<file path="src/design/mspe_pkg.sv">
package mspe_pkg;

    ////////////////////////////////////////
    // Sizes
    ////////////////////////////////////////
    localparam int CORES           = 4;
    localparam int CORE_SEL_W      = 2;
    localparam int INSN_DEPTH      = 6;  // log2 words per core
    localparam int FIFO_DEPTH_LOG2 = 3;
    localparam int FIFO_DEPTH      = 2 ** FIFO_DEPTH_LOG2;
    localparam int CNT_W           = FIFO_DEPTH_LOG2 + 1;
    localparam int WORD_W          = 32;
    localparam int LANES           = 16;

    ////////////////////////////////////////
    // Types
    ////////////////////////////////////////
    typedef logic [WORD_W-1:0] word_t;
    typedef word_t [LANES-1:0] beat_t;  // Lane 15 in the top bits

    typedef enum logic [3:0] {
        NOP    = 4'h0,
        LOADB,
        ADDI,
        XORI,
        STOREB,
        STOREE,
        PUTC,
        JMP,
        HALT
    } opcode_t;

    typedef struct packed {
        beat_t data;
        logic  eop;
    } src_entry_t;

    ////////////////////////////////////////
    // CSR map
    ////////////////////////////////////////
    localparam word_t VERSION = 32'h3434_0002;

    localparam logic [4:0] CSR_RUN_W     = 5'd0;
    localparam logic [4:0] CSR_VERSION_R = 5'd0;
    localparam logic [4:0] CSR_RUN_R     = 5'd1;
    localparam logic [4:0] CSR_STATUS_R  = 5'd2;
    localparam logic [4:0] CSR_KICK      = 5'd13;  // Bit 0 write, bit 1 read
    localparam logic [4:0] CSR_ADDR_HI   = 5'd14;
    localparam logic [4:0] CSR_ADDR_LO   = 5'd15;
    localparam logic [4:0] CSR_DATA_BASE = 5'd16;

endpackage

</file>
<file path="src/design/stream_fifo.sv">
`timescale 1ns/100ps

module stream_fifo import mspe_pkg::*; #(
    parameter type payload_t = beat_t
) (
    input  logic             clk,
    input  logic             reset,
    input  payload_t         din,
    input  logic             we,
    input  logic             re,
    output payload_t         q,
    output logic [CNT_W-1:0] count,
    output logic             empty,
    output logic             full
);

    payload_t                   mem [FIFO_DEPTH];
    logic [FIFO_DEPTH_LOG2-1:0] wr_ptr;
    logic [FIFO_DEPTH_LOG2-1:0] rd_ptr;

    assign q     = mem[rd_ptr];  // Show-ahead head
    assign empty = (count == '0);
    assign full  = (count == CNT_W'(FIFO_DEPTH));

    always_ff @(posedge clk) begin
        if (we) begin
            mem[wr_ptr] <= din;
        end
    end

    always_ff @(posedge clk) begin
        if (reset) begin
            wr_ptr <= '0;
            rd_ptr <= '0;
            count  <= '0;
        end else begin
            if (we) begin
                wr_ptr <= wr_ptr + 1'b1;
            end
            if (re) begin
                rd_ptr <= rd_ptr + 1'b1;
            end
            case ({we, re})
                2'b10:   count <= count + 1'b1;
                2'b01:   count <= count - 1'b1;
                default: count <= count;
            endcase
        end
    end

    a_no_overflow: assert property (@(posedge clk) disable iff (reset) we |-> !full)
        else $error("stream_fifo: write while full");

    a_no_underflow: assert property (@(posedge clk) disable iff (reset) re |-> !empty)
        else $error("stream_fifo: read while empty");

endmodule

</file>
<file path="config.mk">
export PLATFORM = sky130hd
export DESIGN_NAME = stream_fifo
export DESIGN_NICKNAME = d
export VERILOG_FILES = /design/src/design/mspe_pkg.sv /design/src/design/stream_fifo.sv
export SDC_FILE = /design/constraint.sdc
export NUM_CORES = 2
export LEC_CHECK = 0
export BUFFER_PORTS_ARGS = -buffer_cell sky130_fd_sc_hd__buf_2
export CORE_AREA = 2 2 706 567
export CTS_CLUSTER_DIAMETER = 100
export DETAILED_ROUTE_END_ITERATION = 7
export DIE_AREA = 0 0 708 569
export SKIP_CTS_REPAIR_TIMING = 1
export SYNTH_ARGS = -nofsm -noshare
export SYNTH_HDL_FRONTEND = slang
export SYNTH_SLANG_ARGS = --single-unit
</file>
<file path="constraint.sdc">
create_clock -name clk -period 74 [get_ports clk]
set_input_delay 11.1 -clock clk [delete_from_list [all_inputs] [get_ports clk]]
set_output_delay 11.1 -clock clk [all_outputs]
set_load 0.01 [all_outputs]
</file>
# After elaboration in Yosys (flattened, before gate mapping)
# Memories as Yosys holds them, arrays and structs flattened. A register that Yosys moved wholly into a read port is not among the register bits.
# Index checks and enable logic that the tools add are counted.
[word_totals]
reg_bits = 10
out_inout_bits = 518
rom_bits = 0
ramBits = 4096
n_memories = 1
latch_bits = 0
[mem_list]
columns = ["memory", "words", "word_bits", "rd", "rd_ports_with_merged_regs", "write_ports", "line", "rtl"]
rows = [
  ["mem", 8, 512, 1, 1, 1, "stream_fifo.sv:17", "payload_t mem [FIFO_DEPTH];"],
]
[classes]
order_cmp = 0
muxes = 5
n_reduce_logical = 2
shift = 0
n_eq_ne = 3
bitwise_logic = 0
div_mod_pow = 0
mul = 0
add_sub_neg = 4
[ops]
columns = ["operator", "count"]
rows = [
  ["4-bit one-hot mux with 2 select lines", 1],
  ["3-bit by 1-bit adder with 3-bit output, second input constant", 2],
  ["3-bit 2-to-1 mux", 2],
  ["4-bit by 1-bit adder with 4-bit output, second input constant", 1],
  ["4-bit == test, second input constant", 1],
  ["4-bit zero test", 1],
  ["4-bit by 1-bit subtractor with 4-bit output, second input constant", 1],
  ["2-bit by 1-bit == test with 1-bit output, second input constant", 1],
  ["2-bit == test, second input constant", 1],
  ["1-bit 2-to-1 mux", 2],
  ["2-bit nonzero test", 1],
]

# Longest topological paths before layout
[depth]
ltp_word = 3
mapped_depth = 8
depth_no_buf = 8

# Worst setup path after synthesis
# OpenSTA, ideal clock, no wires.
[synth_path]
path_kind = "input-to-reg"
start = "input port we"
end = "memory mem[0][0] (netlist name), enable pin"
arrival_time_ns = 45.590
t_required_ns = 71.983
path_stages = 2
slack_ns = 26.394
path_cell_list = "nand2b_1 > nor3_1"
[synth_between]
elab_chain_len = 2
[synth_rtl]
columns = ["element", "line", "rtl"]
rows = [
  ["start, declared", "stream_fifo.sv:9", "input logic we,"],
  ["1-bit 2-to-1 mux", "stream_fifo.sv:26", "if (we) begin"],
  ["1-bit 2-to-1 mux (not written as such)", "stream_fifo.sv:27", "mem[wr_ptr] <= din;"],
  ["end, declared", "stream_fifo.sv:17", ""],
]
# Every way passes these cells.

==> flow_summary_export.csv <==
group,metric,value,unit
status,status,"finished, final reports clean",
yosys,yosysTopAreaCellShare,0.799,
sta,setup_viol,0,
floorplanning,rows,207,
global_route,antenna_found_initial,210,
pwr,peakVddDrop,0.0224,mV
placement,place.gp.congestion,0.749,
global_route,grt_max_degree,130,
setup_path,cp_max_fo,87,
sta,max_freq,52.7,MHz
detailed_routing,wl_per_cell,27.6,um
floorplanning,core_area,396000,um^2
hold_path,hold_path.class,"register to register",
cts,cts_max_level,5,
detailed_routing,vias_per_cell,5.33,
cts,clock_latency,0.96,ns
cts,cts.sinks,4109,
floorplanning,fp.dieW,708,um
pwr,p_total,5020,uW
sta,period_share,0.257,
sta,tns,0,ns
final_layout,drive_above_1_share,0.430,
sta,setup_ws,55.02,ns
floorplanning,start_util,0.389,
global_route,grt_usage,0.171,
placement,pre_cts_slack,55.62,ns
sta,clock_skew,0.0670,ns
yosys,yosysUniqueCellTypes,25,
detailed_routing,num_vias,68700,
floorplanning,die_h,569,um
setup_path,cp.required,62.90,ns
sta,hold_viol,0,
yosys,netlist_area,154000,um^2
yosys,syn_nets,6510,
sta,worst_slew_pin_slew,1.10,ns
cts,cts_buffers,401,
yosys,ys_ff_latch,4109,
global_route,grt_pass1_wl,508,mm
cts,clk_pin_slew,0.07,ns
detailed_routing,drc,0,
yosys,synth_cells,5989,
global_route,globalRoute.totalOverflow,0,
placement,portBuffers,1033,
final_layout,areaGrowthSynthToFinish,15.8,%
detailed_routing,totalWireLength,356,mm
placement,place_hpwl,209,mm
floorplanning,ioPinCount,1034,
cts,cts.path.max_buffers,4,
sta,rsz0062_at_grt,"false",
yosys,syn_avg_cell_area,25.7,um^2
run,max_cap_violations,0,
sta,period_needed,18.98,ns
detailed_routing,drtAntennaViolNets,0,
yosys,synth_area_leaders,"edfxtp_1 (80%), mux4_2 (15%), mux2_2 (3.8%)",
setup_path,crit_type,"register to output pin",
final_layout,post-route-util,0.450,
pwr,powerDensity,28.2,nW/um^2
detailed_routing,drt_iter0_drc,6052,
global_route,grt_pass1_vias,69800,
cts,cts_root_buf,"clkbuf_16",
sta,slew_violations,0,
yosys,synth-seq-area-share,0.801,
setup_path,critPathCaptureType,"output pin",
pwr,power_leakage,0.0559,uW
cts,cts_tree,"done",
floorplanning,fp.dieArea,403000,um^2
yosys,yosysWarnings,0,
setup_path,crit_arrival,7.88,ns
sta,hold_slack,0.520,ns
final_layout,layout.nets,7792,
detailed_routing,dr.pass1.iters,7,
sta,max-slew-margin-rel,0.269,
final_layout,n_fill_cell,32700,
setup_path,cp-start-kind,"register",
yosys,synth_top_cell_by_area,"edfxtp_1",
[cells in the mapped netlist]
library cell / number
o21ai_0: 3
inv_1: 1
or3_1: 1
mux2_2: 513
xnor2_1: 1
buf_2: 106
a21oi_1: 3
xor2_1: 5
o31ai_1: 1
nor4b_1: 2
nor4_1: 1
nor2b_1: 2
nor3_1: 2
ha_1: 5
nand2_1: 6
mux2i_1: 3
clkbuf_1: 136
nor4bb_1: 1
buf_6: 41
edfxtp_1: 4096
nor2_1: 15
mux4_2: 1024
nand2b_1: 3
dfxtp_1: 13
buf_1: 5
[power by group]
part | internal (uW) | leakage (uW) | switching (uW)
clock | 1120 | 0.00620 | 864
sequential | 2610 | 0.0373 | 12.1
combinational | 183 | 0.0124 | 230
total | 3910 | 0.0559 | 1110
[through the flow]
step                instance area [um^2]  std cells
floorplan                         154000       5989
global placement                  165000      12100
detailed placement                165000      12100
CTS                               178000      12800
global route                      178000      12800
finish                            178000      12900
[critical path: stages (launching register included)]
cell and delay (ns):
dfxtp_4 0.83, buf_4 0.86, buf_4 0.83, buf_4 0.79, buf_4 0.72, buf_12 0.53, buf_4 0.86, mux4_2 0.60
mux2_2 0.34, buf_2 0.16
[logic make-up after synthesis]
family,after synthesis,share of synthesized area
flops,4109,0.801
mux,1540,0.188
buf+inv,289,0.00991
simple gates,33,0.00104
compound gates,7,0.000244
xor+xnor,6,0.000341
fa+ha+maj,5,0.000406
[layout by cell type (no fill, tap or decap), drive strengths merged, types with 2 or more instances in the layout]
cell type and count:
inv 13, a21oi 3, nand2 6, mux2 513, nor2 15, clkinvlp 16
nor3 2, mux2i 3, diode 63, clkbuf 487, dfxtp 13, clkinv 189
xor2 5, ha 5, edfxtp 4096, bufinv 30, nor2b 2, o21ai 3
mux4 1024, nor4b 2, nand2b 3, buf 1167
[registers in the layout, indices dropped and copies added (netlist names), named ones only]
| register | cells |
|---|---|
| count | 4 |
| mem | 4096 |
| rd_ptr | 3 |
| wr_ptr | 3 |
[final timing paths]
kind	depth (start not counted)	start	slack (ns)	to
worst max register to register	7	wr_ptr[1]	68.08	mem[3][173]
worst min-delay path	2	wr_ptr[0]	0.52	wr_ptr[0]
worst max-delay path	9	register	55.02	q[86]
worst min register to register	2	wr_ptr[0]	0.52	wr_ptr[0]
[routing by layer]
metal  global-route usage  vias up  share of wire
li1                     -    28600              -
met1                0.234    36900           0.41
met2                0.267     2306           0.47
met3               0.0524      691          0.087
met4               0.0489      134          0.030
met5                    0        -         0.0023
[cell type report]
class | instances | area (um^2) | share of cell area
sequential | 4109 | 123000 | 0.691
antenna | 63 | 158 | 0.000884
timing repair buffer | 1167 | 6310 | 0.0354
clock inverter | 247 | 2230 | 0.0125
tap | 5225 | 6540 | 0.0367
multi-input combinational | 1591 | 29200 | 0.164
clock buffer | 487 | 10500 | 0.0591
inverter | 1 | 3.75 | 0.0000211
No activity file was read; power rests on OpenSTA's default activity.
