==> config.mk <==
export PLATFORM = sky130hd
export DESIGN_NAME = pe_core
export DESIGN_NICKNAME = d
export VERILOG_FILES = /design/src/design/mspe_pkg.sv /design/src/design/pe_core.sv
export SDC_FILE = /design/constraint.sdc
export NUM_CORES = 2
export LEC_CHECK = 0
export ABC_AREA = 1
export BUFFER_PORTS_ARGS = -buffer_cell sky130_fd_sc_hd__clkbuf_2
export CORE_MARGIN = 2
export CORE_UTILIZATION = 30
export DETAILED_ROUTE_END_ITERATION = 6
export SETUP_SLACK_MARGIN = 0.2
export SYNTH_ARGS = -nofsm -noshare
export SYNTH_HDL_FRONTEND = slang
export SYNTH_SLANG_ARGS = --single-unit
==> constraint.sdc <==
create_clock -name clk -period 31.7 [get_ports clk]
set_input_delay 3.17 -clock clk [delete_from_list [all_inputs] [get_ports clk]]
set_output_delay 3.17 -clock clk [all_outputs]
set_load 0.01 [all_outputs]
==> src/design/mspe_pkg.sv <==
package mspe_pkg;

    ////////////////////////////////////////
    // Sizes
    ////////////////////////////////////////
    localparam int CORES           = 4;
    localparam int CORE_SEL_W      = 2;
    localparam int INSN_DEPTH      = 6;  // log2 words per core
    localparam int FIFO_DEPTH_LOG2 = 3;
    localparam int FIFO_DEPTH      = 2 ** FIFO_DEPTH_LOG2;
    localparam int CNT_W           = FIFO_DEPTH_LOG2 + 1;
    localparam int WORD_W          = 32;
    localparam int LANES           = 16;

    ////////////////////////////////////////
    // Types
    ////////////////////////////////////////
    typedef logic [WORD_W-1:0] word_t;
    typedef word_t [LANES-1:0] beat_t;  // Lane 15 in the top bits

    typedef enum logic [3:0] {
        NOP    = 4'h0,
        LOADB,
        ADDI,
        XORI,
        STOREB,
        STOREE,
        PUTC,
        JMP,
        HALT
    } opcode_t;

    typedef struct packed {
        beat_t data;
        logic  eop;
    } src_entry_t;

    ////////////////////////////////////////
    // CSR map
    ////////////////////////////////////////
    localparam word_t VERSION = 32'h3434_0002;

    localparam logic [4:0] CSR_RUN_W     = 5'd0;
    localparam logic [4:0] CSR_VERSION_R = 5'd0;
    localparam logic [4:0] CSR_RUN_R     = 5'd1;
    localparam logic [4:0] CSR_STATUS_R  = 5'd2;
    localparam logic [4:0] CSR_KICK      = 5'd13;  // Bit 0 write, bit 1 read
    localparam logic [4:0] CSR_ADDR_HI   = 5'd14;
    localparam logic [4:0] CSR_ADDR_LO   = 5'd15;
    localparam logic [4:0] CSR_DATA_BASE = 5'd16;

endpackage

==> src/design/pe_core.sv <==
`timescale 1ns/100ps

module pe_core import mspe_pkg::*; (
    input  logic                  clk,
    input  logic                  reset,
    input  logic                  run,
    input  logic [INSN_DEPTH-1:0] insn_addr,
    input  word_t                 insn_din,
    input  logic                  insn_we,
    input  beat_t                 sink_q,
    input  logic                  sink_empty,
    output logic                  sink_re,
    output src_entry_t            src_din,
    output logic                  src_we,
    input  logic                  src_full,
    output word_t                 uart_dout,
    output logic                  uart_we,
    output logic                  halted
);

    word_t                 imem [2**INSN_DEPTH];
    logic [INSN_DEPTH-1:0] pc;
    word_t                 insn;
    opcode_t               op;
    word_t                 imm;
    beat_t                 acc;
    logic                  stall;
    logic                  step;

    assign insn = imem[pc];
    assign op   = opcode_t'(insn[31:28]);
    assign imm  = {16'h0000, insn[15:0]};

    always_comb begin
        case (op)
            LOADB:          stall = sink_empty;
            STOREB, STOREE: stall = src_full;
            default:        stall = 1'b0;
        endcase
    end

    assign step = run && !halted && !stall;  // One instruction retires

    assign sink_re      = step && (op == LOADB);
    assign src_we       = step && (op == STOREB || op == STOREE);
    assign src_din.data = acc;
    assign src_din.eop  = (op == STOREE);
    assign uart_we      = step && (op == PUTC);
    assign uart_dout    = imm;

    always_ff @(posedge clk) begin
        if (insn_we) begin
            imem[insn_addr] <= insn_din;
        end
    end

    ////////////////////////////////////////
    // Sequencing
    ////////////////////////////////////////
    always_ff @(posedge clk) begin
        if (reset || !run) begin
            pc     <= '0;  // Stopped core parks at 0
            halted <= 1'b0;
        end else if (step) begin
            case (op)
                JMP:     pc <= imm[INSN_DEPTH-1:0];
                HALT:    halted <= 1'b1;
                default: pc <= pc + 1'b1;
            endcase
        end
    end

    ////////////////////////////////////////
    // Beat register
    ////////////////////////////////////////
    always_ff @(posedge clk) begin
        if (step) begin
            case (op)
                LOADB: begin
                    acc <= sink_q;
                end
                ADDI: begin
                    for (int l = 0; l < LANES; l++) begin
                        acc[l] <= acc[l] + imm;
                    end
                end
                XORI: begin
                    for (int l = 0; l < LANES; l++) begin
                        acc[l] <= acc[l] ^ imm;
                    end
                end
                default: begin
                    acc <= acc;
                end
            endcase
        end
    end

endmodule

Word-level counts from Yosys, hierarchy flattened. Memory sizes are Yosys's and may differ from the RTL's. A register that Yosys moved wholly into a read port is not among the register bits. Cells that the tools add are included.

Bitwise operators: 17. Add/sub/neg operators: 17. Equal/unequal tests: 8. Multiplexer cells: 7. Reduce and logical (&&, ||, !) cells: 15.

Operators with widths (count): one-hot mux 512 bit (3 select lines) (1); adder 32 x 16 -> 32 bit (16); bitwise XOR 32 x 16 -> 32 bit (16); == test 4 x 3 -> 1 bit, second input constant (4); 2-to-1 mux 6 bit (2); one-hot mux 6 bit (2 select lines) (1); == test 4 x 2 -> 1 bit, second input constant (2); adder 6 x 1 -> 6 bit, second input constant (1); AND reduction 2 bit (3); logical AND 1 bit (5); == test 4 x 1 -> 1 bit, second input constant (1); == test 4 bit, second input constant (1); logical NOT 1 bit (3); nonzero test 3 bit (1); logical OR 1 bit (2); 2-to-1 mux 1 bit (2); one-hot mux 1 bit (2 select lines) (1); OR reduction 2 bit (1); NOT 1 bit (1).

Output and inout bits: 549. RAM bits: 2048. Memories kept: 1. Word-level logic and storage cells: 83. Flip-flop bits (word level): 519. Input bits: 556.

Memories: imem (words 64, bits a word 32, read ports 1, clocked after memory_dff 1, write ports 1, RTL line pe_core.sv:21) `word_t imem [2**INSN_DEPTH];`.

Logic depth before layout (Yosys ltp).
Depth after elaboration: 8. Mapped depth: 32. Mapped depth without buffers: 27.

Worst setup path before layout. No wires, ideal clock.

Path kind: input to register. Start point: input port run. End point: register acc, in the netlist src_din[113], enable pin. Data required time: 30514 ps. Setup time: 1186 ps. Buffers on the path: 0. Slack: 9791 ps. Arrival time: 20723 ps. Stages: 4. Cell sequence: inv_1 -> nor2_1 -> nand3_1 -> nor3_1.

Cells in the longest elaborated chain, start to end: 3.

Ends and longest elaborated chain: from (decl) (RTL line pe_core.sv:6) `input logic run,`; logical AND 1 bit (2 in a row) (RTL line pe_core.sv:42) `assign step = run && !halted && !stall;`; AND reduction 2 bit (no line); to (signal assigned) (RTL line pe_core.sv:80) `acc <= sink_q;`; to (signal, indexed assignment) (RTL line pe_core.sv:84) `acc[l] <= acc[l] + imm;`; to (signal, indexed assignment) (RTL line pe_core.sv:89) `acc[l] <= acc[l] ^ imm;`; to (decl) (RTL line pe_core.sv:26) `beat_t acc;`.

Every way passes these cells. A chain may end at the register's enable or synchronous reset.

==> metrics <==
setup TNS 0 ns; fin crit period about 11 ns; Peak VDD IR 0.05250 mV; Gate Count Post-Synth 9080; fillers around 30000; Clock Path Buffers 4; Initial Util 30.19%; Crit path top cell by count nand3_1; Sw Ratio 40.69%; CP delay by family, top buffers and inverters; Core ar. 0.3000 mm2; register bit total from synthesis 1805; status complete, but fails checks; Post-Place Worst Slack 21.81 ns; FF+latch area 0.05409 mm2; Post-DP HPWL just under 300 mm; Max Slew Vio Count 0; PD cells 80.18 mW/mm2; Slew @ Worst Pin 1.145 ns; syn avg cell area 9.974 um2; Static Leak 40.59 nW; Clk Latency, worst-skew pair 0.94 ns; Fin Hold WS about 0.50 ns; max_slew headroom between 20% and 30%; leading cell type by number of instances after synthesis edfxtp_1; Yosys cell types 47; Setup Skew 0.1162 ns; first-pass GRT wire length 564.6 mm; I/O Buffers between 1000 and 1500; vias in the first global route 69031; Hold Crit Class reg2reg; ranking of synthesized cells by area edfxtp_1 59%, nand2_1 6.9%, o21ai_0 5.6%, nor2_1 5.3%, ha_1 3.6%; RSZ-0062 raised after global routing no; Int Power 5.112 mW; Crit. End Element output pin; Yosys warnings 0; Comb pwr share 37.5%; Remaining DRCs 1; average wire per standard cell 29.25 um; FP Rows 201; htree depth 4; failing checks design-rule violations; initial antenna violation count 101; post-cts resize count 0; grt ovf 0; ys flop type edfxtp_1; Fmax 0.09213 GHz; I/O pins 1105; final worst setup slack 20.85 ns; GRT Total Usage 26.27%; DR pass1 iterations 7; Die Area 0.3063 mm2; CTS tree done; CP required 28.53 ns; worst stage delay on the critical path 0.71 ns; CP Buf/Inv Count 7; crit path launch type flip-flop; sequential area share after synthesis between 50% and 60%; Worst path slowest cell dfxtp_4; crit share post-route 34.24%; leading post-synthesis cells by instance count 1792 x edfxtp_1, 1671 x nand2_1, 1290 x nor2_1; number of hold violations in the final report 0; Layout Area Growth over Synthesis 18.69%; CTS sink count 1805; number of buffers created by CTS 210; top-area cell type share of the netlist area 59.42%; CTS root buffer clkbuf_16; post-CTS setup buffers 0; final core utilization between 30% and 40%; Hold-fix buffers, CTS 0; cell taking the most area after synthesis edfxtp_1; Synth async-reset ratio 0%; die extent in y around 550 um; Crit Path Category reg2out; crit path cell chain buf_12 > buf_4 > buf_4 > buf_4 > nand2_1 > nand3_1 > nand3_1 > nand2_1 > nand2_1 > nand3_1 > nand3_1 > nand2_8 > inv_4 > nor2_1 > nand3_1 > nand2_1 > nor2_1 > nand3_1 > inv_1 > clkbuf_2; footprint of the multi-input gates 0.03336 mm2; Reg power frac 34.9%; total power draw 8.619 mW; pin count of the biggest net entering global routing approximately 180; CP Max Fanout 161; Final setup viols 0; Arrival @ worst endpoint 7.68 ns; detail-routed via count per cell 5.353; Mapped Area 0.09057 mm2; Iter 0 DRT Violations between 9000 and 10000; clock-pin slew on the worst setup and hold paths 0.06 ns; Final nets about 11000; die width 553.4 um; max cap viols 0; Detailed Route WL 418.8 mm; switching power roughly 3.5 mW; Vias between 70000 and 80000; GP Congestion 1.029; layout cells sized above 1 15.69%; Post-synth EDFFs 1792; clock network power share 27.6%; ANT nets after route 0
power groups by stage:
| stage | Clock (mW) | Sequential [mW] | Combinational [mW] |
|---|---|---|---|
| after floorplan | 0 | 3.10 | 1.89 |
| after global placement | 0 | 3.05 | 3.16 |
| after detailed placement | 0 | 3.05 | 3.17 |
| after CTS | 2.40 | 3.00 | 3.19 |
| after global routing | 2.49 | 3.01 | 3.50 |
| final | 2.38 | 3.01 | 3.24 |
kinds of logic after synthesis:
family / after synthesis / share of synthesized area (%)
xor gates and xnor gates: 302 / 2.921
other: 1 / 0.004141
DFF: 1805 / 59.70
buffers and inverters: 882 / 4.128
adders and majority gates: 273 / 3.904
and+or+nand+nor: 3616 / 16.10
AOI/OAI and AO/OA: 2201 / 13.24
stage by stage:
stage,area [um2],std cells
2_1_floorplan,90620,9095
4_1_cts,107200,14213
6_report,107500,14318
3_5_place_dp,100700,13838
5_1_grt,107400,14271
3_3_place_gp,100700,13838
cell usage in the layout, fill, tap and decap left out, types with 20 or more instances in the layout:
cell       count
o21a_1        20
edfxtp_1    1792
o221ai_1      29
o211ai_1      63
nor2_1      1233
clkinv_1      56
a21oi_1      612
nor3_1        91
xor2_1       156
a31oi_1       27
o21ai_1       55
nand4_1       80
a21o_1        29
buf_4        133
o21ai_0     1014
nand2_1     1658
xnor2_1      146
clkbuf_1      46
diode_2      105
inv_1        436
nor2_4        40
clkbuf_2    1076
ha_1         257
clkbuf_16    210
nand3_1      428
clkinv_2      31
o22ai_1      271
state kept, by name (all words and copies together) (netlist names), named ones only:
name     count
imem      1280
pc           6
src_din    512
halted       1
worst reg2reg max path: stages, from the launching register on:
cell and delay, ns:
dfxtp_4 0.71, buf_12 0.62, buf_4 0.74, buf_4 0.63, buf_4 0.66, nand2_1 0.11
nand3_1 0.12, nand3_1 0.10, nand2_1 0.18, nand2_1 0.07, nand3_1 0.21, nand3_1 0.22
nand2_8 0.47, nor2_1 0.31, nand2_4 0.21, nand2_4 0.30, inv_8 0.43, buf_4 0.56
buf_4 0.71, buf_4 0.69, buf_4 0.61, nand2_1 0.55, nand2_1 0.24
routing by layer:
layer	part of all wire, %	GRT usage (%)	wire length [um]
met5	0.070	0.09376	292
met4	8.0	18.70	33460
met3	11	7.909	45920
met2	43	38.70	180200
met1	38	32.71	158900
path summary, 6_finish.rpt:
check	startpoint	to	slack, ns	depth (start not counted)
setup / recovery	flip-flop	src_we	20.85	20
hold / removal	halted	halted	0.50	1
setup reg to reg	flip-flop	src_din[511]	22.16	22
hold reg to reg	halted	halted	0.50	1
final cells by class:
type / count / area share, %
sequential: 1805 / 50.32
clock inverter: 119 / 1.029
clock buffer: 256 / 5.049
inverter: 448 / 1.596
antenna: 105 / 0.2444
tap: 3958 / 4.607
multi-input combinational: 6408 / 31.03
timing repair buffer: 1219 / 6.125
Note: power is estimated with default switching activity, not from simulation.
