[config.mk]
export PLATFORM = sky130hd
export DESIGN_NAME = mspe_csr
export DESIGN_NICKNAME = d
export VERILOG_FILES = /design/src/design/mspe_pkg.sv /design/src/design/mspe_csr.sv
export SDC_FILE = /design/constraint.sdc
export NUM_CORES = 1
export LEC_CHECK = 0
export BUFFER_PORTS_ARGS = -buffer_cell sky130_fd_sc_hd__buf_2
export CAP_MARGIN = 20
export CORE_AREA = 10 10 447 449
export DETAILED_ROUTE_END_ITERATION = 8
export DIE_AREA = 0 0 457 459
export GPL_TIMING_DRIVEN = 0
export PLACE_DENSITY = 0.47
export SLEW_MARGIN = 40
export SYNTH_ARGS = -nofsm -noshare
export SYNTH_HDL_FRONTEND = slang
export SYNTH_SLANG_ARGS = --single-unit
[constraint.sdc]
create_clock -name clk -period 3.9 [get_ports clk]
set_input_delay 0.195 -clock clk [delete_from_list [all_inputs] [get_ports clk]]
set_output_delay 0.195 -clock clk [all_outputs]
set_load 0.1 [all_outputs]
[src/design/mspe_pkg.sv]
package mspe_pkg;

    ////////////////////////////////////////
    // Sizes
    ////////////////////////////////////////
    localparam int CORES           = 4;
    localparam int CORE_SEL_W      = 2;
    localparam int INSN_DEPTH      = 6;  // log2 words per core
    localparam int FIFO_DEPTH_LOG2 = 3;
    localparam int FIFO_DEPTH      = 2 ** FIFO_DEPTH_LOG2;
    localparam int CNT_W           = FIFO_DEPTH_LOG2 + 1;
    localparam int WORD_W          = 32;
    localparam int LANES           = 16;

    ////////////////////////////////////////
    // Types
    ////////////////////////////////////////
    typedef logic [WORD_W-1:0] word_t;
    typedef word_t [LANES-1:0] beat_t;  // Lane 15 in the top bits

    typedef enum logic [3:0] {
        NOP    = 4'h0,
        LOADB,
        ADDI,
        XORI,
        STOREB,
        STOREE,
        PUTC,
        JMP,
        HALT
    } opcode_t;

    typedef struct packed {
        beat_t data;
        logic  eop;
    } src_entry_t;

    ////////////////////////////////////////
    // CSR map
    ////////////////////////////////////////
    localparam word_t VERSION = 32'h3434_0002;

    localparam logic [4:0] CSR_RUN_W     = 5'd0;
    localparam logic [4:0] CSR_VERSION_R = 5'd0;
    localparam logic [4:0] CSR_RUN_R     = 5'd1;
    localparam logic [4:0] CSR_STATUS_R  = 5'd2;
    localparam logic [4:0] CSR_KICK      = 5'd13;  // Bit 0 write, bit 1 read
    localparam logic [4:0] CSR_ADDR_HI   = 5'd14;
    localparam logic [4:0] CSR_ADDR_LO   = 5'd15;
    localparam logic [4:0] CSR_DATA_BASE = 5'd16;

endpackage

[src/design/mspe_csr.sv]
`timescale 1ns/100ps

module mspe_csr import mspe_pkg::*; (
    input  logic             clk,
    input  logic             reset,
    input  logic [4:0]       csr_address,
    input  word_t            csr_writedata,
    input  logic             csr_write,
    input  logic             csr_read,
    input  logic [3:0]       csr_byteenable,
    output word_t            csr_readdata,
    output logic [CORES-1:0] core_run,
    input  logic [CORES-1:0] core_halted,
    input  logic             m0_waitrequest,
    input  beat_t            m0_readdata,
    input  logic             m0_readdatavalid,
    output logic [63:0]      m0_address,
    output beat_t            m0_writedata,
    output logic             m0_write,
    output logic             m0_read
);

    word_t      run_mask;
    beat_t      rdata_cap;
    logic [1:0] kick;        // {read, write}
    logic [1:0] kick_d;
    logic       write_edge;
    logic       read_edge;
    logic [3:0] win_lane;

    assign core_run   = run_mask[CORES-1:0];
    assign write_edge = kick[0] && !kick_d[0];
    assign read_edge  = kick[1] && !kick_d[1];
    assign win_lane   = ~csr_address[3:0];  // Address 16 is lane 15

    ////////////////////////////////////////
    // Run mask and master strobes
    ////////////////////////////////////////
    always_ff @(posedge clk) begin
        if (reset) begin
            run_mask <= '0;
            kick     <= '0;
            kick_d   <= '0;
            m0_write <= 1'b0;
            m0_read  <= 1'b0;
        end else begin
            kick_d <= kick;

            // A kick is dropped while the other strobe is busy
            if (write_edge && !m0_read) begin
                m0_write <= 1'b1;
            end else if (!m0_waitrequest) begin
                m0_write <= 1'b0;
            end
            if (read_edge && !write_edge && !m0_write) begin
                m0_read <= 1'b1;
            end else if (!m0_waitrequest) begin
                m0_read <= 1'b0;
            end

            if (csr_write && csr_address == CSR_RUN_W) begin
                for (int b = 0; b < 4; b++) begin
                    if (csr_byteenable[b]) begin
                        run_mask[8*b +: 8] <= csr_writedata[8*b +: 8];
                    end
                end
            end
            if (csr_write && csr_address == CSR_KICK) begin
                kick <= csr_writedata[1:0];
            end
        end
    end

    ////////////////////////////////////////
    // Address and data windows
    ////////////////////////////////////////
    always_ff @(posedge clk) begin
        if (csr_write) begin
            if (csr_address == CSR_ADDR_HI) begin
                m0_address[63:32] <= csr_writedata;
            end
            if (csr_address == CSR_ADDR_LO) begin
                m0_address[31:0] <= csr_writedata;
            end
            if (csr_address >= CSR_DATA_BASE) begin
                m0_writedata[win_lane] <= csr_writedata;
            end
        end
    end

    always_ff @(posedge clk) begin
        if (reset) begin
            rdata_cap <= '1;
        end else if (m0_readdatavalid) begin
            rdata_cap <= m0_readdata;
        end
    end

    always_ff @(posedge clk) begin
        if (reset) begin
            csr_readdata <= '0;
        end else if (csr_read) begin
            if (csr_address >= CSR_DATA_BASE) begin
                csr_readdata <= rdata_cap[win_lane];
            end else begin
                case (csr_address)
                    CSR_VERSION_R: csr_readdata <= VERSION;
                    CSR_RUN_R:     csr_readdata <= run_mask;
                    CSR_STATUS_R:  csr_readdata <= word_t'(core_halted);
                    default:       csr_readdata <= 32'hDEAD_BEEF;
                endcase
            end
        end
    end

    a_one_strobe: assert property (@(posedge clk) disable iff (reset) !(m0_write && m0_read))
        else $error("mspe_csr: m0_write and m0_read both high");

endmodule

Word-level counts from Yosys, hierarchy flattened
Index checks and enable logic that the tools add are counted.

word-level totals
  bits in registers = 1158
  latch bits = 0
  memory bits (writable) = 0
  bits in read-only memories = 0
  input bits = 563
  output and inout port bits = 614
  logic and storage cells = 85
  memories = 0

cells by class
  $add $sub $neg = 0
  multiply operators = 0
  divide/modulo/power cells = 0
  $lt $le $gt $ge = 3
  eq/ne operators = 7
  shifts and indexed selects = 0
  muxes and demuxes = 10
  bitwise operators = 1
  reduce and logical (&&, ||, !) cells = 21

operators with widths
  kind                  number
  $bwmux W512           1
  $bmux W32 S4          1
  $demux W32 S4         1
  $mux W32              3
  $pmux W32 S3          1
  $eq A5 B4 Y1 const B  3
  $reduce_and A2 Y1     7
  $logic_and A1 B1 Y1   8
  $eq A5 B1 Y1 const B  1
  $eq A5 B2 Y1 const B  1
  $ge A5 B5 Y1 const B  1
  $logic_not A1 Y1      5
  $logic_not A5 Y1      1
  $lt A4 B5 Y1 const B  1
  $ge A4 B1 Y1 const B  1
  $ne A2 B1 Y1 const B  2
  $not A4 Y4            1
  $mux W1               3

Longest topological paths before layout
  depth in word-level cells = 6
  gate-level depth with buffers = 9
  depth with buffers taken out = 4

Worst setup path after synthesis
Ideal clock, no wire load.

  kind = in2reg
  start point = input port csr_address[1]
  end point = register m0_writedata[448] (netlist bit) (enable)
  setup time = 0.461 ns
  arrival time = 3.142 ns
  required time = 3.439 ns
  slack = 0.297 ns
  cell stages on the path = 5
  path buffers = 3
  cells stage by stage = buf_6 -> buf_4 -> nand2b_1 -> clkbuf_1 -> nor3_1

on the way
  cells in the longest elaborated chain, start to end = 2

RTL lines
  element                          line            source
  from (decl)                      mspe_csr.sv:6   input logic [4:0] csr_address,
  $ge A5 B5 Y1                     mspe_csr.sv:85  if (csr_address >= CSR_DATA_BASE) begin
  $reduce_and A2 Y1 (no line)      --
  to (signal, indexed assignment)  mspe_csr.sv:86  m0_writedata[win_lane] <= csr_writedata;
  to (decl)                        mspe_csr.sv:18  output beat_t m0_writedata,

Every way passes these cells.
A chain may end at the register's enable or synchronous reset.

Final worst setup path
  start point = input port csr_address[1]
  end point = register m0_writedata[190] (netlist bit) (enable)

Same word-level chain as after synthesis.

==> results.py <==
metrics = {
    "job": {
        "drv_cap": 0,
    },
    "drt": {
        "vias": 34510,
        "drt_iter0_markers": 2237,
        "drc": 0,
        "first_pass_iters": 5,
        "totalWireLength_microns": 237200,
        "ant_nets": 0,
        "vias_per_cell": 4.564,
        "wl_per_cell_microns": 31.37,
    },
    "timing": {
        "slew_viol_final": 0,
        "fmax_mhz": 377.9,
        "hold_viol": 0,
        "setup_slack_ns": 1.254,
        "finClkSkew_ns": 0.04129,
        "tightest_slew_ns": 0.9726,
        "grt_setup_unrepaired": "false",
        "finalSetupViolations": 0,
        "fin_crit_ns": 2.646,
        "finalCritPeriodShare": 0.6785,
        "slew_headroom": 0.3472,
    },
    "critical_path": {
        "path_class": "in2reg",
        "end_kind": "register",
        "cp_max_fo": 14,
        "crit_start": "csr_address[1]",
        "r2r_start": "rdata_cap[262]",
        "cp.required_ns": 4.38,
        "critPathArrivalTime_ns": 3.13,
        "worst_setup_path_start_kind": "input pin",
    },
    "run_status": {
        "outcome": "finished, final reports clean",
    },
    "cts": {
        "h-tree-depth": 4,
        "clk_latency_ns": 0.82,
        "clkSlewWorstSetupHoldPaths_ns": 0.06,
        "post_cts_buffers": 0,
        "cts_buffer_depth": 3,
        "post_cts_resized": 0,
        "cts_hold_buf": 557,
        "root_buffer": "clkbuf_16",
        "cts_tree": "yes",
        "cts.sinks": 1158,
        "numCtsBuffers": 134,
    },
    "grt": {
        "grt-ovfl-total": 0,
        "grt_usage": 0.2161,
        "grt_pass1_vias": 36120,
        "grt_pass1_wl_microns": 313900,
        "grt_max_degree": 21,
        "antenna_found_initial": 73,
    },
    "synthesis": {
        "synth_area_sq_um": 43170,
        "synth_ff_type": "dfxtp_1",
        "ys_ff_latch": 1158,
        "synth_edf_count": 576,
        "netlist.top_cell.by_area": "edfxtp_1",
        "yosysWarningCount": 0,
        "synth_area_leaders": "edfxtp_1 40%, dfxtp_1 27%, a211o_1 10%",
        "synth_top_area_share": 0.4007,
        "syn_avg_cell_area_sq_um": 14.59,
        "syn_nets": 3521,
        "async_flop_share": 0,
        "synth_cells": 2958,
        "ys_seq_area_frac": 0.6706,
        "yosys.cell_types.count": 48,
    },
    "die": {
        "start_util": 0.2258,
        "core-area_sq_um": 191200,
        "die_w_microns": 457,
        "rows": 161,
        "dieHeight_microns": 459,
        "die_area_sq_um": 209800,
        "io_pins": 1177,
    },
    "cells_and_area": {
        "layout_common_cells": "1197 x buf_2, 582 x dfxtp_1, 576 x edfxtp_1, 557 x dlygate4sd3_1, 519 x nor2b_1",
        "drive_gt1_frac": 0.3250,
        "nNetsFinal": 5446,
        "area_growth_pct": 47.24,
        "layout_commonest_cell": "buf_2",
        "fin_util": 0.3325,
    },
    "hold_path": {
        "min_path_type": "in2reg",
        "hp-start": "m0_readdata[268]",
    },
    "placement": {
        "globalplace.congestion": 0.8865,
        "port_buffers": 1170,
        "pre_cts_slack_ns": 0.3501,
        "hpwl_microns": 184900,
    },
    "power_and_ir_drop": {
        "peakVddDrop_mv": 0.2880,
        "p_per_area_nw_per_um2": 480.1,
        "p_leak_nw": 25.16,
        "power_w": 0.03052,
    },
}
through the flow:
stage	hold slack, ns	TNS [ns]	cell area (sq um)	instances
global route	0.09404	0	63520	7545
floorplan	0.2939	0	43170	2958
detailed placement	0.4070	0	53260	6716
finish	0.1221	0	63560	7561
global placement	0.4037	-1250.53	52190	6654
CTS	0.05262	0	63430	7514
metal layers:
metal | share of wire | wire length [microns] | vias up | track usage
li1 | - | - | 15150 | -
met1 | 0.38 | 89880 | 17230 | 0.2435
met2 | 0.50 | 119000 | 1655 | 0.3817
met3 | 0.063 | 14840 | 432 | 0.05010
met4 | 0.056 | 13230 | 44 | 0.1091
met5 | 0.0011 | 251 | - | 0
layout make-up:
cell class              count  area, sq um
fillers                 18920       127600
flip-flops and latches   1158        28950
multi-input cells        1549        13120
repair buffers           1789        12330
clock buffers             178         3762
well taps                2526         3161
plain buffers             246         1269
clock inverters            63        838.3
diodes                     47        117.6
inverters                   5        18.77
registers in the layout, indices dropped and copies added, names as in the netlist:
register,flops
csr_readdata,32
rdata_cap,512
kick_d,2
kick,2
m0_address,64
m0_read,1
run_mask,32
m0_writedata,512
m0_write,1
report_power, final:
group	switching, W	leakage [nW]	internal (W)
Combinational	0.00258	12.9	0.00143
Clock	0.00547	2.24	0.00756
Sequential	0.000225	10.0	0.0132
path summary, 6_finish.rpt:
kind,endpoint,slack [ns],depth (start not counted)
setup / recovery,m0_writedata[190],1.25,8
hold / removal,rdata_cap[268],0.12,3
hold reg to reg,csr_readdata[21],0.48,2
setup reg to reg,csr_readdata[6],1.55,4
cell families after synthesis:
| group | share of synthesized area |
|---|---|
| AO/OA/AOI/OAI | 0.1332 |
| multiplexers | 0.07307 |
| buffers and inverters | 0.02933 |
| AND/OR/NAND/NOR | 0.09385 |
| flip-flops | 0.6706 |
synth_stat cells (5+ instances only):
| cell type | instances |
|---|---|
| buf_12 | 11 |
| dfxtp_1 | 582 |
| mux4_1 | 9 |
| o21ai_0 | 9 |
| a21oi_1 | 30 |
| a311oi_1 | 12 |
| clkbuf_1 | 189 |
| mux2i_1 | 107 |
| edfxtp_1 | 576 |
| nor2_1 | 63 |
| o32ai_1 | 22 |
| and3_1 | 14 |
| buf_1 | 11 |
| a22o_1 | 23 |
| nand2_1 | 27 |
| o221ai_1 | 22 |
| inv_1 | 5 |
| nand2b_1 | 26 |
| a22oi_1 | 12 |
| buf_2 | 17 |
| buf_6 | 7 |
| a211o_1 | 512 |
| mux4_2 | 82 |
| buf_4 | 7 |
| a211oi_1 | 18 |
| nor2b_1 | 519 |
worst max-delay path, cell delays in order:
cell and delay (ns):
buf_6 0.16, buf_4 0.34, buf_2 0.52, nand2b_1 0.38, or2_2 0.50, nor2_4 0.53
buf_16 0.23, buf_8 0.19
Note: power is estimated with default switching activity, not from simulation.
